<file path="config.mk">
export PLATFORM = sky130hd
export DESIGN_NAME = id_stage_top
export DESIGN_NICKNAME = d
export VERILOG_FILES = /design/src/design/rv_pipe_pkg.sv /design/src/design/id_decoder.sv /design/src/design/hazard_unit.sv /design/src/design/idexe_reg.sv /design/src/design/perf_counters.sv /design/src/design/id_stage_top.sv
export VERILOG_INCLUDE_DIRS = /design/src /design/src/include
export SDC_FILE = /design/constraint.sdc
export NUM_CORES = 1
export LEC_CHECK = 0
export BUFFER_PORTS_ARGS = -buffer_cell sky130_fd_sc_hd__buf_2
export CAP_MARGIN = 40
export CORE_AREA = 4 4 216 218
export CTS_CLUSTER_DIAMETER = 30
export DETAILED_ROUTE_END_ITERATION = 10
export DIE_AREA = 0 0 220 222
export PLACE_DENSITY_LB_ADDON = 0.1
export SLEW_MARGIN = 40
export SYNTH_ARGS = -nofsm -noshare
export SYNTH_HDL_FRONTEND = slang
export SYNTH_SLANG_ARGS = --single-unit
</file>
<file path="constraint.sdc">
create_clock -name clk -period 32.9 [get_ports clk]
set_input_delay 8.225 -clock clk [delete_from_list [all_inputs] [get_ports clk]]
set_output_delay 8.225 -clock clk [all_outputs]
set_load 0.005 [all_outputs]
</file>
<file path="src/include/rv_pipe_settings.svh">
`ifndef RV_PIPE_SETTINGS_SVH
`define RV_PIPE_SETTINGS_SVH

// data, pc and immediate width.
`define XLEN 32

// register file address width, shared by the integer and float files.
`define REG_AW 5

// performance counter width.
`define CNT_W 64

`endif

</file>
<file path="src/design/rv_pipe_pkg.sv">
`default_nettype none

package rv_pipe_pkg;

    typedef enum logic [6:0] {
        op_load     = 7'b0000011,
        op_store    = 7'b0100011,
        op_op       = 7'b0110011,
        op_imm      = 7'b0010011,
        op_branch   = 7'b1100011,
        op_jal      = 7'b1101111,
        op_jalr     = 7'b1100111,
        op_lui      = 7'b0110111,
        op_auipc    = 7'b0010111,
        op_load_fp  = 7'b0000111,
        op_store_fp = 7'b0100111,
        op_fp       = 7'b1010011
    } opcode_e;

    typedef enum logic [2:0] {
        alu_add     = 3'd0, // address and link arithmetic.
        alu_sub_cmp = 3'd1,
        alu_rtype   = 3'd2, // funct3/funct7 pick the operation.
        alu_itype   = 3'd3, // funct3 picks the operation.
        alu_lui     = 3'd4, // operand b passes straight through.
        alu_branch  = 3'd5  // compare for a conditional branch.
    } alu_op_e;

    typedef enum logic [1:0] {
        br_none = 2'd0,
        br_cond = 2'd1,
        br_jal  = 2'd2,
        br_jalr = 2'd3
    } branch_e;

    typedef enum logic [1:0] {
        ev_flush  = 2'd0,
        ev_stall  = 2'd1,
        ev_normal = 2'd2
    } pipe_event_e;

endpackage

`default_nettype wire

</file>
<file path="src/design/id_decoder.sv">
`timescale 1ns/1ps
`default_nettype none
`include "rv_pipe_settings.svh"

module id_decoder import rv_pipe_pkg::*; (
    input  logic [31:0]        instr,
    input  logic [`XLEN-1:0]   pc,
    output logic [`REG_AW-1:0] rs1_addr,
    output logic [`REG_AW-1:0] rs2_addr,
    output logic [`REG_AW-1:0] rd_addr,
    output logic               uses_frs1,
    output logic               uses_frs2,
    output logic [2:0]         funct3,
    output logic [6:0]         funct7,
    output logic [`XLEN-1:0]   imm,
    output alu_op_e            alu_op,
    output logic               alu_src,
    output logic               pc_to_reg,
    output logic               rd_src,
    output logic               mem_to_reg,
    output logic               mem_write,
    output logic               mem_read,
    output logic               reg_write,
    output logic               freg_write,
    output logic               alu_sel_f,
    output branch_e            branch,
    output logic               is_float,
    output logic               mem_in_f
);

    opcode_e          opcode;
    logic             reads_rs1;
    logic             reads_rs2;
    logic [`XLEN-1:0] imm_i;
    logic [`XLEN-1:0] imm_s;
    logic [`XLEN-1:0] imm_b;
    logic [`XLEN-1:0] imm_u;
    logic [`XLEN-1:0] imm_j;

    assign opcode  = opcode_e'(instr[6:0]);
    assign rd_addr = instr[11:7];
    assign funct3  = instr[14:12];
    assign funct7  = instr[31:25];

    // a slot the instruction does not read shows up as x0.
    assign rs1_addr = reads_rs1 ? instr[19:15] : '0;
    assign rs2_addr = reads_rs2 ? instr[24:20] : '0;

    assign imm_i = {{(`XLEN-12){instr[31]}}, instr[31:20]};
    assign imm_s = {{(`XLEN-12){instr[31]}}, instr[31:25], instr[11:7]};
    assign imm_b = {{(`XLEN-13){instr[31]}}, instr[31], instr[7], instr[30:25], instr[11:8], 1'b0};
    assign imm_u = {instr[31:12], 12'b0};
    assign imm_j = {{(`XLEN-21){instr[31]}}, instr[31], instr[19:12], instr[20], instr[30:21],
                    1'b0};

    assign reads_rs1 = (opcode == op_load) || (opcode == op_store) || (opcode == op_op) ||
                       (opcode == op_imm) || (opcode == op_branch) || (opcode == op_jalr) ||
                       (opcode == op_load_fp) || (opcode == op_store_fp) || (opcode == op_fp);
    assign reads_rs2 = (opcode == op_store) || (opcode == op_op) || (opcode == op_branch) ||
                       (opcode == op_store_fp) || (opcode == op_fp);
    assign uses_frs1 = opcode == op_fp;
    assign uses_frs2 = (opcode == op_store_fp) || (opcode == op_fp);

    assign mem_read   = (opcode == op_load) || (opcode == op_load_fp);
    assign mem_to_reg = mem_read;
    assign mem_write  = (opcode == op_store) || (opcode == op_store_fp);
    assign mem_in_f   = opcode == op_store_fp; // store data comes from the float file.
    assign reg_write  = (opcode == op_load) || (opcode == op_op) || (opcode == op_imm) ||
                        (opcode == op_jal) || (opcode == op_jalr) || (opcode == op_lui) ||
                        (opcode == op_auipc);
    assign freg_write = (opcode == op_load_fp) || (opcode == op_fp);
    assign alu_src    = mem_read || mem_write || (opcode == op_imm) || (opcode == op_jalr) ||
                        (opcode == op_lui) || (opcode == op_auipc);
    assign pc_to_reg  = (opcode == op_branch) || (opcode == op_jal); // target is pc + imm.
    assign rd_src     = (opcode == op_jal) || (opcode == op_jalr); // rd takes the link pc.
    assign is_float   = opcode == op_fp;
    assign alu_sel_f  = opcode == op_fp;

    always_comb begin
        imm    = '0;
        alu_op = alu_add;
        branch = br_none;
        case (opcode)
            op_load, op_load_fp, op_jalr: imm = imm_i;
            op_store, op_store_fp:        imm = imm_s;
            op_imm: begin
                imm    = imm_i;
                alu_op = alu_itype;
            end
            op_op:  alu_op = alu_rtype;
            op_branch: begin
                imm    = imm_b;
                alu_op = alu_branch;
            end
            op_jal: imm = imm_j;
            op_lui: begin
                imm    = imm_u;
                alu_op = alu_lui;
            end
            op_auipc: begin
                imm    = pc + imm_u; // resolved here so execute passes it like lui.
                alu_op = alu_lui;
            end
            default: ;
        endcase
        case (opcode)
            op_branch: branch = br_cond;
            op_jal:    branch = br_jal;
            op_jalr:   branch = br_jalr;
            default:   branch = br_none;
        endcase
    end

endmodule

`default_nettype wire

</file>
<file path="src/design/hazard_unit.sv">
`timescale 1ns/1ps
`default_nettype none
`include "rv_pipe_settings.svh"

module hazard_unit import rv_pipe_pkg::*; (
    input  logic [`REG_AW-1:0] rs1_addr,
    input  logic [`REG_AW-1:0] rs2_addr,
    input  logic               uses_frs1,
    input  logic               uses_frs2,
    input  logic               mem_read_ex,
    input  logic [`REG_AW-1:0] write_addr_ex,
    input  logic               branch_taken,
    output logic               stall,
    output logic               bubble,
    output pipe_event_e        pipe_event
);

    logic dest_live;
    logic hit_rs1;
    logic hit_rs2;
    logic load_use;

    assign dest_live = write_addr_ex != '0; // a load to x0 never lands.

    // the feedback carries no file tag, so an address match across files stalls as well.
    assign hit_rs1  = (rs1_addr == write_addr_ex) && dest_live;
    assign hit_rs2  = (rs2_addr == write_addr_ex) && dest_live;
    assign load_use = mem_read_ex && (hit_rs1 || hit_rs2);

    always_comb begin
        if (branch_taken) begin
            bubble     = 1'b1; // squash the wrong-path instruction.
            stall      = 1'b0;
            pipe_event = ev_flush;
        end else if (load_use) begin
            bubble     = 1'b1;
            stall      = 1'b1; // fetch holds instr and pc.
            pipe_event = ev_stall;
        end else begin
            bubble     = 1'b0;
            stall      = 1'b0;
            pipe_event = ev_normal;
        end
    end

endmodule

`default_nettype wire

</file>
<file path="src/design/idexe_reg.sv">
`timescale 1ns/1ps
`default_nettype none
`include "rv_pipe_settings.svh"

module idexe_reg import rv_pipe_pkg::*; (
    input  logic               clk,
    input  logic               reset,
    input  logic               bubble,
    input  logic [`XLEN-1:0]   pc,
    input  logic [`XLEN-1:0]   rs1_data,
    input  logic [`XLEN-1:0]   rs2_data,
    input  logic [`XLEN-1:0]   frs1_data,
    input  logic [`XLEN-1:0]   frs2_data,
    input  logic [`REG_AW-1:0] rs1_addr,
    input  logic [`REG_AW-1:0] rs2_addr,
    input  logic [`REG_AW-1:0] rd_addr,
    input  logic               uses_frs1,
    input  logic               uses_frs2,
    input  logic [2:0]         funct3,
    input  logic [6:0]         funct7,
    input  logic [`XLEN-1:0]   imm,
    input  alu_op_e            alu_op,
    input  logic               alu_src,
    input  logic               pc_to_reg,
    input  logic               rd_src,
    input  logic               mem_to_reg,
    input  logic               mem_write,
    input  logic               mem_read,
    input  logic               reg_write,
    input  logic               freg_write,
    input  logic               alu_sel_f,
    input  branch_e            branch,
    input  logic               is_float,
    input  logic               mem_in_f,
    output logic [`XLEN-1:0]   ex_pc,
    output logic [`XLEN-1:0]   ex_rs1_data,
    output logic [`XLEN-1:0]   ex_rs2_data,
    output logic [`XLEN-1:0]   ex_frs1_data,
    output logic [`XLEN-1:0]   ex_frs2_data,
    output logic [`REG_AW-1:0] ex_rs1_addr,
    output logic [`REG_AW-1:0] ex_rs2_addr,
    output logic [`REG_AW-1:0] ex_rd_addr,
    output logic               ex_uses_frs1,
    output logic               ex_uses_frs2,
    output logic [2:0]         ex_funct3,
    output logic [6:0]         ex_funct7,
    output logic [`XLEN-1:0]   ex_imm,
    output alu_op_e            ex_alu_op,
    output logic               ex_alu_src,
    output logic               ex_pc_to_reg,
    output logic               ex_rd_src,
    output logic               ex_mem_to_reg,
    output logic               ex_mem_write,
    output logic               ex_mem_read,
    output logic               ex_reg_write,
    output logic               ex_freg_write,
    output logic               ex_alu_sel_f,
    output branch_e            ex_branch,
    output logic               ex_is_float,
    output logic               ex_mem_in_f
);

    localparam int pay_w = 6 * `XLEN + 3 * `REG_AW + 23;

    logic [pay_w-1:0] stage_d;
    logic [pay_w-1:0] stage_q;

    assign stage_d = bubble ? '0 : {pc, rs1_data, rs2_data, frs1_data, frs2_data, imm,
                                    rs1_addr, rs2_addr, rd_addr, funct3, funct7,
                                    uses_frs1, uses_frs2, alu_src, pc_to_reg, rd_src,
                                    mem_to_reg, mem_write, mem_read, reg_write, freg_write,
                                    alu_sel_f, is_float, mem_in_f};

    always_ff @(posedge clk or posedge reset) begin
        if (reset) begin
            stage_q   <= '0;
            ex_alu_op <= alu_add;
            ex_branch <= br_none;
        end else begin
            stage_q   <= stage_d;
            ex_alu_op <= bubble ? alu_add : alu_op; // a bubble is an all-zero nop.
            ex_branch <= bubble ? br_none : branch;
        end
    end

    assign {ex_pc, ex_rs1_data, ex_rs2_data, ex_frs1_data, ex_frs2_data, ex_imm,
            ex_rs1_addr, ex_rs2_addr, ex_rd_addr, ex_funct3, ex_funct7,
            ex_uses_frs1, ex_uses_frs2, ex_alu_src, ex_pc_to_reg, ex_rd_src,
            ex_mem_to_reg, ex_mem_write, ex_mem_read, ex_reg_write, ex_freg_write,
            ex_alu_sel_f, ex_is_float, ex_mem_in_f} = stage_q;

endmodule

`default_nettype wire

</file>
<file path="src/design/perf_counters.sv">
`timescale 1ns/1ps
`default_nettype none
`include "rv_pipe_settings.svh"

module perf_counters import rv_pipe_pkg::*; (
    input  logic              clk,
    input  logic              reset,
    input  pipe_event_e       pipe_event,
    output logic [`CNT_W-1:0] cycle_cnt,
    output logic [`CNT_W-1:0] instr_cnt
);

    localparam logic [`CNT_W-1:0] cnt_one = 'd1;

    always_ff @(posedge clk or posedge reset) begin
        if (reset) begin
            cycle_cnt <= '0;
            instr_cnt <= '0;
        end else begin
            cycle_cnt <= cycle_cnt + cnt_one;
            // nothing has reached decode during the first two cycles.
            if (cycle_cnt > cnt_one) begin
                case (pipe_event)
                    ev_flush: instr_cnt <= instr_cnt - cnt_one; // the squashed fetch is undone.
                    ev_stall: instr_cnt <= instr_cnt;
                    default:  instr_cnt <= instr_cnt + cnt_one;
                endcase
            end
        end
    end

endmodule

`default_nettype wire

</file>
<file path="src/design/id_stage_top.sv">
`timescale 1ns/1ps
`default_nettype none
`include "rv_pipe_settings.svh"

module id_stage_top import rv_pipe_pkg::*; (
    input  logic               clk,
    input  logic               reset,
    input  logic [31:0]        instr,
    input  logic [`XLEN-1:0]   pc,
    input  logic [`XLEN-1:0]   rs1_data,
    input  logic [`XLEN-1:0]   rs2_data,
    input  logic [`XLEN-1:0]   frs1_data,
    input  logic [`XLEN-1:0]   frs2_data,
    input  logic               branch_taken,
    output logic               stall,
    output logic [`CNT_W-1:0]  cycle_cnt,
    output logic [`CNT_W-1:0]  instr_cnt,
    output logic [`XLEN-1:0]   ex_pc,
    output logic [`XLEN-1:0]   ex_rs1_data,
    output logic [`XLEN-1:0]   ex_rs2_data,
    output logic [`XLEN-1:0]   ex_frs1_data,
    output logic [`XLEN-1:0]   ex_frs2_data,
    output logic [`REG_AW-1:0] ex_rs1_addr,
    output logic [`REG_AW-1:0] ex_rs2_addr,
    output logic [`REG_AW-1:0] ex_rd_addr,
    output logic               ex_uses_frs1,
    output logic               ex_uses_frs2,
    output logic [2:0]         ex_funct3,
    output logic [6:0]         ex_funct7,
    output logic [`XLEN-1:0]   ex_imm,
    output alu_op_e            ex_alu_op,
    output logic               ex_alu_src,
    output logic               ex_pc_to_reg,
    output logic               ex_rd_src,
    output logic               ex_mem_to_reg,
    output logic               ex_mem_write,
    output logic               ex_mem_read,
    output logic               ex_reg_write,
    output logic               ex_freg_write,
    output logic               ex_alu_sel_f,
    output branch_e            ex_branch,
    output logic               ex_is_float,
    output logic               ex_mem_in_f
);

    logic [`REG_AW-1:0] rs1_addr;
    logic [`REG_AW-1:0] rs2_addr;
    logic [`REG_AW-1:0] rd_addr;
    logic               uses_frs1;
    logic               uses_frs2;
    logic [2:0]         funct3;
    logic [6:0]         funct7;
    logic [`XLEN-1:0]   imm;
    alu_op_e            alu_op;
    logic               alu_src;
    logic               pc_to_reg;
    logic               rd_src;
    logic               mem_to_reg;
    logic               mem_write;
    logic               mem_read;
    logic               reg_write;
    logic               freg_write;
    logic               alu_sel_f;
    branch_e            branch;
    logic               is_float;
    logic               mem_in_f;
    logic               bubble;
    pipe_event_e        pipe_event;

    id_decoder u_decoder (.*);

    // the load in execute is seen through the registered stage outputs.
    hazard_unit u_hazard (
        .mem_read_ex   (ex_mem_read),
        .write_addr_ex (ex_rd_addr),
        .*
    );

    idexe_reg u_idexe (.*);

    perf_counters u_perf (.*);

endmodule

`default_nettype wire

</file>
==> results.toml, run 1 <==
[run_status]
status = "completed"

[clock_network]
cts_setup_buffers = 0
htree_levels = 3
cts_buffers = 90
cts_resized = 0
cts_tree = "yes"
root_buffer = "clkbuf_16"
clk_latency_ns = 0.61
clk_pin_slew_worst_paths_ns = 0.04
cts.sinks = 360
cts_max_path_buffers = 3
hold_buffers = 0

[synthesis]
synth-seq-area-share = 0.5181
synth_compound_area_frac = 0.1388
synthAdderAreaFrac = 0.06275
async_flop_share = 1.000
ys_types = 75
synthMuxAreaShare = 0.007700
synth_top_family_by_area = "simple AND/OR/NAND/NOR gates"
synth_area_um2 = 17390
syn_nets = 1946
yosys_warnings = 0
synth_edf_count = 0
synth_top_flop_cell = "dfrtp_1"
netlist_instances = 1665
synth-simple-area-share = 0.1736
ys_ff_latch = 360
synth-xor-area-share = 0.07455
synth_area_per_cell_um2 = 10.44

[worst_setup_path]
crit_arrival_ns = 10.70
crit_fanout = 7
startpoint_type = "primary input"
critPathKind = "primary input to output pin"
worstPathRequired_ns = 24.67
cp-end-kind = "output pin"

[detailed_routing]
remaining_drc_errors = 0
drt_first_pass_iters = 7
drt_iter0_drc = 1110
wl_per_cell_um = 19.49
route.final.wire_length_um = 57310
viasPerCell = 5.075
via_count = 14920
ant_nets = 0

[run]
max-cap-violations = 0

[power_and_ir_drop]
ir_worst_vdd_uv = 53.00
total_power_uw = 2054
cellPowerDensity_nw_per_um2 = 85.02
p_leak_uw = 0.01225

[global_route]
gr-total-overflow = 0
antenna_found_initial = 7
grt_pass1_vias = 14940
grt_pass1_wl_um = 87800
grt_max_degree = 128
grt_use_total = 0.2303

[die]
die_h_um = 222
rows = 78
die_area_um2 = 48840
io_pins = 559
fp.coreArea_um2 = 44890
die_w_um = 220
start_util = 0.3873

[timing]
fin_ws_ns = 13.98
hold_violations = 0
finalSetupViolations = 0
slew_headroom = 0.4567
totalNegativeSetupSlack_ns = 0
rsz0062_at_grt = "no"
worstMarginPinSlew_ns = 0.8100
fin_skew_ns = 0.02326
fin_crit_ns = 18.92
fmax_mhz = 52.84
min_period_over_period = 0.5752
finalMaxSlewViolations = 0

[finish]
post-route-util = 0.5380
layout.nets = 2545
final_area_um2 = 24150
drive_gt1_frac = 0.3343
fill_cells = 4023
most-common-layout-cells = "buf_2, dfrtp_1, and2_1"
areaGrowthSynthToFinish_pct = 38.92
final_common_cell = "buf_2"

[placement]
hpwl_um = 42650
placed_area_um2 = 20850
io_buffers = 558
dp_slack_ns = 13.73
routabilityCongestion = 0.9121

[worst_hold_path]
hold_path.class = "flop to flop"
==> state kept, by name (all words and copies together), names as in the netlist <==
signal and flops:
u_idexe.ex_alu_op 3, u_perf.cycle_cnt 64, u_perf.instr_cnt 64, u_idexe.ex_branch 2, u_idexe.stage_q 227
==> final timing paths <==
kind	start	to	slack [ns]	cells after the start
worst max-delay path	instr[3]	stall	13.98	11
worst min-delay path	u_perf.instr_cnt[53]	u_perf.instr_cnt[53]	0.50	2
worst max register to register	u_perf.instr_cnt[0]	u_perf.instr_cnt[48]	29.04	13
worst min register to register	u_perf.instr_cnt[53]	u_perf.instr_cnt[53]	0.50	2
max in group asynchronous	reset	u_perf.instr_cnt[52]	23.27	5
min in group asynchronous	reset	u_idexe.stage_q[196]	7.74	2
==> synthesized netlist by cell type (9+ instances only) <==
| master | instances | share of area |
|---|---|---|
| a211oi_1 | 12 | 0.0052 |
| a21o_1 | 39 | 0.017 |
| a21oi_1 | 104 | 0.030 |
| a221oi_1 | 12 | 0.0060 |
| a22oi_1 | 19 | 0.0082 |
| a31oi_1 | 10 | 0.0036 |
| and2_1 | 179 | 0.064 |
| and3_1 | 33 | 0.012 |
| buf_2 | 9 | 0.0026 |
| clkbuf_1 | 49 | 0.011 |
| dfrtp_1 | 360 | 0.52 |
| ha_1 | 84 | 0.060 |
| inv_1 | 35 | 0.0076 |
| mux2_2 | 11 | 0.0071 |
| nand2_1 | 148 | 0.032 |
| nand3_1 | 38 | 0.011 |
| nand4_1 | 26 | 0.0094 |
| nor2_1 | 86 | 0.019 |
| nor3_1 | 20 | 0.0058 |
| nor4_1 | 22 | 0.0079 |
| o21a_1 | 10 | 0.0043 |
| o21ai_0 | 97 | 0.028 |
| o21bai_1 | 15 | 0.0065 |
| xnor2_1 | 93 | 0.047 |
| xor2_1 | 55 | 0.028 |
==> area by class of cell <==
class	instances	area, um2	area share
multi-input combinational	1205	8006	0.3315
sequential	360	9009	0.3730
clock inverter	53	749.5	0.03103
antenna	1	2.502	0.0001036
inverter	35	143.9	0.005957
timing repair buffer	572	2958	0.1225
tap	600	750.7	0.03108
clock buffer	114	2535	0.1049
==> per-layer routing <==
layer / track usage / vias to the layer above / part of all wire
li1: - / 7055 / -
met1: 0.3036 / 7165 / 0.42
met2: 0.3432 / 548 / 0.45
met3: 0.08414 / 147 / 0.088
met4: 0.09542 / 6 / 0.041
met5: 0 / - / 0.00072
==> cell families after synthesis <==
group	count (synthesis)
flops	360
mux	12
compound gates	375
fa+ha+maj	86
buf+inv	100
xor+xnor	148
simple gates	584
==> through the flow <==
stage | instances | hold WS, ns
after CTS | 2939 | 0.5077
after floorplan | 1665 | 0.4693
after global placement | 2769 | 0.4907
after global routing | 2939 | 0.5224
final | 2940 | 0.5013
after detailed placement | 2772 | 0.5027
==> worst max-delay path, cell delays in order <==
cell	delay, ns
buf_2	0.10
inv_1	0.05
nand3_1	0.21
a221oi_1	0.54
buf_1	0.30
nand2_1	0.12
xnor2_1	0.13
nor3_1	0.20
a41oi_1	0.12
nor3_2	0.48
buf_2	0.20
==> report_power, final <==
| group | leakage, uW | internal (uW) | switching (uW) | total (uW) |
|---|---|---|---|---|
| sequential | 0.00468 | 502 | 39.9 | 542 |
| combinational | 0.00598 | 254 | 317 | 572 |
| clock | 0.00159 | 667 | 272 | 939 |
| total | 0.0122 | 1420 | 630 | 2050 |
Note: power is estimated with default switching activity, not from simulation.
==> inputs of run 2 (changes only) <==
==> constraint.sdc (replaced) <==
create_clock -name clk -period 15.2 [get_ports clk]
set_input_delay 3.8 -clock clk [delete_from_list [all_inputs] [get_ports clk]]
set_output_delay 3.8 -clock clk [all_outputs]
set_load 0.005 [all_outputs]
==> results.toml, run 2 (synthesis results as in run 1) <==
[clock_network]
root_buffer = "clkbuf_16"
htree_levels = 3
clk_latency_ns = 0.62
clk_pin_slew_worst_paths_ns = 0.04
cts_resized = 0
cts_setup_buffers = 0
cts.sinks = 360
cts_tree = "yes"
hold_buffers = 0
cts_buffers = 91
cts_max_path_buffers = 3

[placement]
placed_area_um2 = 20820
routabilityCongestion = 0.8959
io_buffers = 558
hpwl_um = 42930

[run]
max-cap-violations = 0

[global_route]
antenna_found_initial = 5
gr-total-overflow = 0
grt_pass1_wl_um = 88220
grt_use_total = 0.2314
grt_pass1_vias = 15000
grt_max_degree = 149

[finish]
layout.nets = 2545
final_common_cell = "buf_2"
multi_input_area_um2 = 7996
regMostFlops = "u_idexe.stage_q"
seq_area_um2 = 9009
largest_reg_flops = 227
drive_gt1_frac = 0.3321
areaGrowthSynthToFinish_pct = 39.08
most-common-layout-cells = "buf_2, dfrtp_1, and2_1"
final_area_um2 = 24180
fill_cells = 4113
layout_top_registers = "u_idexe.stage_q (227), u_perf.cycle_cnt (64), u_perf.instr_cnt (64)"

[worst_setup_path]
crit_fanout = 16
startpoint_type = "primary input"
cp_top_family = "simple AND/OR/NAND/NOR gates"
worstPathRequired_ns = 11.40
critical-path-slowest-cell = "nor3_1"
path_depth = 11
slowest_delay_ns = 0.71
cp-end-kind = "output pin"
r2r_cells = 13
critPathBufInv = 3
crit_path_cell_trace = "buf_2 -> nand2_1 -> nand2_1 -> a221oi_1 -> buf_2 -> nand2_1 -> xnor2_1 -> nor3_1 -> a41oi_1 -> nor3_1 -> buf_2"
crit_arrival_ns = 6.51
critPathKind = "primary input to output pin"

[power_and_ir_drop]
cellPowerDensity_nw_per_um2 = 184.3
p_leak_uw = 0.01228
ir_worst_vdd_uv = 130.9

[detailed_routing]
route.final.wire_length_um = 57640
remaining_drc_errors = 0
via_count = 14880
ant_nets = 0
wl_per_cell_um = 19.59
drt_first_pass_iters = 5
viasPerCell = 5.059
drt_iter0_drc = 1063

[timing]
fmax_mhz = 97.03
finalSetupViolations = 0
slew_headroom = 0.4473
min_period_over_period = 0.6781
finalMaxSlewViolations = 0
totalNegativeSetupSlack_ns = 0
rsz0062_at_grt = "no"
fin_crit_ns = 10.31
fin_skew_ns = 0.02542
hold_violations = 0
worstMarginPinSlew_ns = 0.8227

[die]
rows = 78
die_h_um = 222
fp.coreArea_um2 = 44890
start_util = 0.3873
die_w_um = 220
io_pins = 559
die_area_um2 = 48840

[worst_hold_path]
hold_path.class = "flop to flop"
whs_path_depth = 1

[run_status]
status = "completed"
## run 2: changes by cell type in the layout (fill, tap and decap cells not counted), sizes merged
cell / before / now
buf: 572 / 571
clkinvlp: 11 / 6
clkbuf: 114 / 126
inv: 41 / 38
diode: 1 / 2
bufinv: 16 / 14
## run 2: worst reg2reg max path: stages (launching register included)
cell and delay, ns:
dfrtp_1 0.45, fa_1 0.48, a211oi_1 0.36, o21a_1 0.24, o221ai_2 0.16, a221o_2 0.43, a31oi_4 0.25, o21a_4 0.22
a211oi_1 0.09, a211o_2 0.37, a31oi_1 0.36, o41ai_2 0.13, xnor2_1 0.16, o21ai_1 0.07
## run 2: report_power, final
part           leakage, uW  switching (uW)  total [uW]  internal (uW)
sequential         0.00468            86.7        1170           1090
combinational      0.00597             689        1240            550
clock              0.00163             591        2040           1450
total               0.0123            1370        4460           3090
## run 2: metrics by stage
step	std cells	worst slack (ns)	power, uW	util	hold WS (ns)
3_3_place_gp	2768	4.846	2408	0.4626	0.4901
2_1_floorplan	1665	1.410	2048	-	0.4693
5_1_grt	2941	4.781	4724	0.5386	0.5294
6_report	2942	4.893	4457	0.5387	0.4979
4_1_cts	2939	4.947	4502	0.5379	0.5048
3_5_place_dp	2770	4.955	2427	0.4639	0.4993
## run 2: final cells by class
class / count / area share
clock inverter: 43 / 0.02747
antenna: 2 / 0.0002070
tap: 600 / 0.03104
clock buffer: 126 / 0.1101
sequential: 360 / 0.3725
timing repair buffer: 571 / 0.1221
inverter: 35 / 0.005950
multi-input combinational: 1205 / 0.3307
## run 2: routing by layer
layer,track usage,part of all wire
met2,0.3532,0.46
met3,0.08209,0.086
met5,0.001010,0.00061
met1,0.3040,0.43
met4,0.08448,0.032
## run 2: final timing paths
kind / from / end / slack (ns)
worst min register to register: u_perf.cycle_cnt[63] / u_perf.cycle_cnt[63] / 0.50
worst min-delay path: u_perf.cycle_cnt[63] / u_perf.cycle_cnt[63] / 0.50
max in group asynchronous: reset / u_idexe.stage_q[75] / 9.76
worst max-delay path: instr[5] / stall / 4.89
worst max register to register: u_perf.instr_cnt[0] / u_perf.instr_cnt[48] / 11.29
min in group asynchronous: reset / u_idexe.stage_q[196] / 3.31
==> inputs of run 3 (changes only) <==
--- a/config.mk
+++ b/config.mk
@@ -8,10 +8,10 @@
 export LEC_CHECK = 0
 export BUFFER_PORTS_ARGS = -buffer_cell sky130_fd_sc_hd__buf_2
 export CAP_MARGIN = 40
-export CORE_AREA = 4 4 216 218
+export CORE_AREA = 4 4 217 219
 export CTS_CLUSTER_DIAMETER = 30
 export DETAILED_ROUTE_END_ITERATION = 10
-export DIE_AREA = 0 0 220 222
+export DIE_AREA = 0 0 221 223
 export PLACE_DENSITY_LB_ADDON = 0.1
 export SLEW_MARGIN = 40
 export SYNTH_ARGS = -nofsm -noshare
==> constraint.sdc (replaced) <==
create_clock -name clk -period 9.55 [get_ports clk]
set_input_delay 2.3875 -clock clk [delete_from_list [all_inputs] [get_ports clk]]
set_output_delay 2.3875 -clock clk [all_outputs]
set_load 0.005 [all_outputs]
==> results.toml, run 3 (synthesis results as in run 1) <==
[finish]
layout_top_registers = "u_idexe.stage_q (227), u_perf.cycle_cnt (64), u_perf.instr_cnt (64)"
final_area_um2 = 24250
largest_reg_flops = 227
multi_input_area_um2 = 8010
final_common_cell = "buf_2"
most-common-layout-cells = "buf_2, dfrtp_1, and2_1"
layout.nets = 2549
areaGrowthSynthToFinish_pct = 39.47
fill_cells = 4133
regMostFlops = "u_idexe.stage_q"
seq_area_um2 = 9009
drive_gt1_frac = 0.3365

[clock_network]
hold_buffers = 0
cts_tree = "yes"
clk_latency_ns = 0.60
cts_resized = 0
clk_pin_slew_worst_paths_ns = 0.04
cts_setup_buffers = 0
cts_max_path_buffers = 3
htree_levels = 3
cts_buffers = 91
root_buffer = "clkbuf_16"
cts.sinks = 360

[global_route]
antenna_found_initial = 8
grt_max_degree = 110
grt_use_total = 0.2321
gr-total-overflow = 0
grt_pass1_wl_um = 89610
grt_pass1_vias = 14920

[worst_setup_path]
crit_fanout = 16
r2r_cells = 13
startpoint_type = "primary input"
crit_arrival_ns = 4.80
critPathKind = "primary input to output pin"
worstPathRequired_ns = 7.16
cp-end-kind = "output pin"

[timing]
totalNegativeSetupSlack_ns = 0
hold_ws_ns = 0.4952
slew_headroom = 0.4541
finalMaxSlewViolations = 0
finalSetupViolations = 0
rsz0062_at_grt = "no"
min_period_over_period = 0.7530
hold_violations = 0
fin_skew_ns = 0.01754
fin_crit_ns = 7.192
worstMarginPinSlew_ns = 0.8139
fmax_mhz = 139.1

[power_and_ir_drop]
swShare = 0.3042
ir_worst_vdd_uv = 191.5
seqPwrFrac = 0.264
p_comb_frac = 0.277
p_clk_frac = 0.459
intPower_uw = 4941
cellPowerDensity_nw_per_um2 = 292.9
p_leak_uw = 0.01228
power_switching_uw = 2160

[die]
io_pins = 559
rows = 78
fp.coreArea_um2 = 45090
die_area_um2 = 49280
start_util = 0.3856
die_w_um = 221
die_h_um = 223

[detailed_routing]
remaining_drc_errors = 0
drt_first_pass_iters = 5
via_count = 14870
route.final.wire_length_um = 58920
drt_iter0_drc = 1015
ant_nets = 0
viasPerCell = 5.054
wl_per_cell_um = 20.02

[worst_hold_path]
hold_path.class = "flop to flop"
whs_path_depth = 1

[run]
max-cap-violations = 0

[placement]
placed_area_um2 = 20910
hpwl_um = 44910
io_buffers = 558
routabilityCongestion = 0.9422

[run_status]
status = "completed"
-- run 3: cell count changes in the layout (fill, tap and decap cells not counted), moves of 3 or more --
cell / before / now
clkinvlp_4: 6 / 17
clkbuf_8: 21 / 11
clkbuf_1: 12 / 5
buf_12: 1 / 4
bufinv_16: 14 / 17
clkinv_2: 17 / 20
-- run 3: per-layer routing --
layer,share of wire,vias to the layer above,track usage
met5,0.0013,-,0
met4,0.024,10,0.06704
met3,0.077,108,0.07868
met2,0.47,475,0.3702
met1,0.43,7220,0.3030
li1,-,7061,-
-- run 3: path summary, 6_finish.rpt --
kind | from | end | slack (ns)
min in group asynchronous | reset | u_perf.cycle_cnt[53] | 1.79
worst min register to register | u_perf.cycle_cnt[63] | u_perf.cycle_cnt[63] | 0.50
max in group asynchronous | reset | u_idexe.stage_q[154] | 6.41
worst min-delay path | u_perf.cycle_cnt[63] | u_perf.cycle_cnt[63] | 0.50
worst max register to register | u_perf.instr_cnt[0] | u_perf.instr_cnt[48] | 5.75
worst max-delay path | instr[5] | stall | 2.36
-- run 3: per-stage QoR --
step / utilization / setup WS (ns) / instances / total power, uW
after global routing: 0.5378 / 2.106 / 2942 / 7516
after CTS: 0.5370 / 2.377 / 2941 / 7182
final: 0.5378 / 2.358 / 2943 / 7102
after global placement: 0.4605 / 1.915 / 2766 / 3842
after floorplan: - / 2.336 / 1665 / 3260
after detailed placement: 0.4638 / 2.372 / 2774 / 3871
-- run 3: layout make-up --
class                   instances  share of cell area
flip-flops and latches        360              0.3715
clock inverters                56             0.03122
multi-input cells            1205              0.3303
diodes                          1           0.0001032
repair buffers                575              0.1253
inverters                      35            0.005572
well taps                     600             0.03096
clock buffers                 111              0.1051
-- run 3: power groups by stage --
| stage | Sequential [uW] | Combinational [uW] | Clock [uW] |
|---|---|---|---|
| 6_report | 1880 | 1970 | 3260 |
| 5_1_grt | 1900 | 2210 | 3410 |
| 4_1_cts | 1880 | 1980 | 3320 |
| 3_5_place_dp | 1900 | 1970 | 0 |
| 3_3_place_gp | 1900 | 1950 | 0 |
| 2_1_floorplan | 1880 | 1380 | 0 |
-- run 3: worst max-delay path: stages --
cell	delay (ns)
buf_2	0.20
nand2_1	0.09
nand2_1	0.05
a221oi_1	0.59
buf_1	0.28
nand2_1	0.10
xnor2_1	0.13
nor3_1	0.19
a41oi_1	0.10
nor3_2	0.47
buf_2	0.21
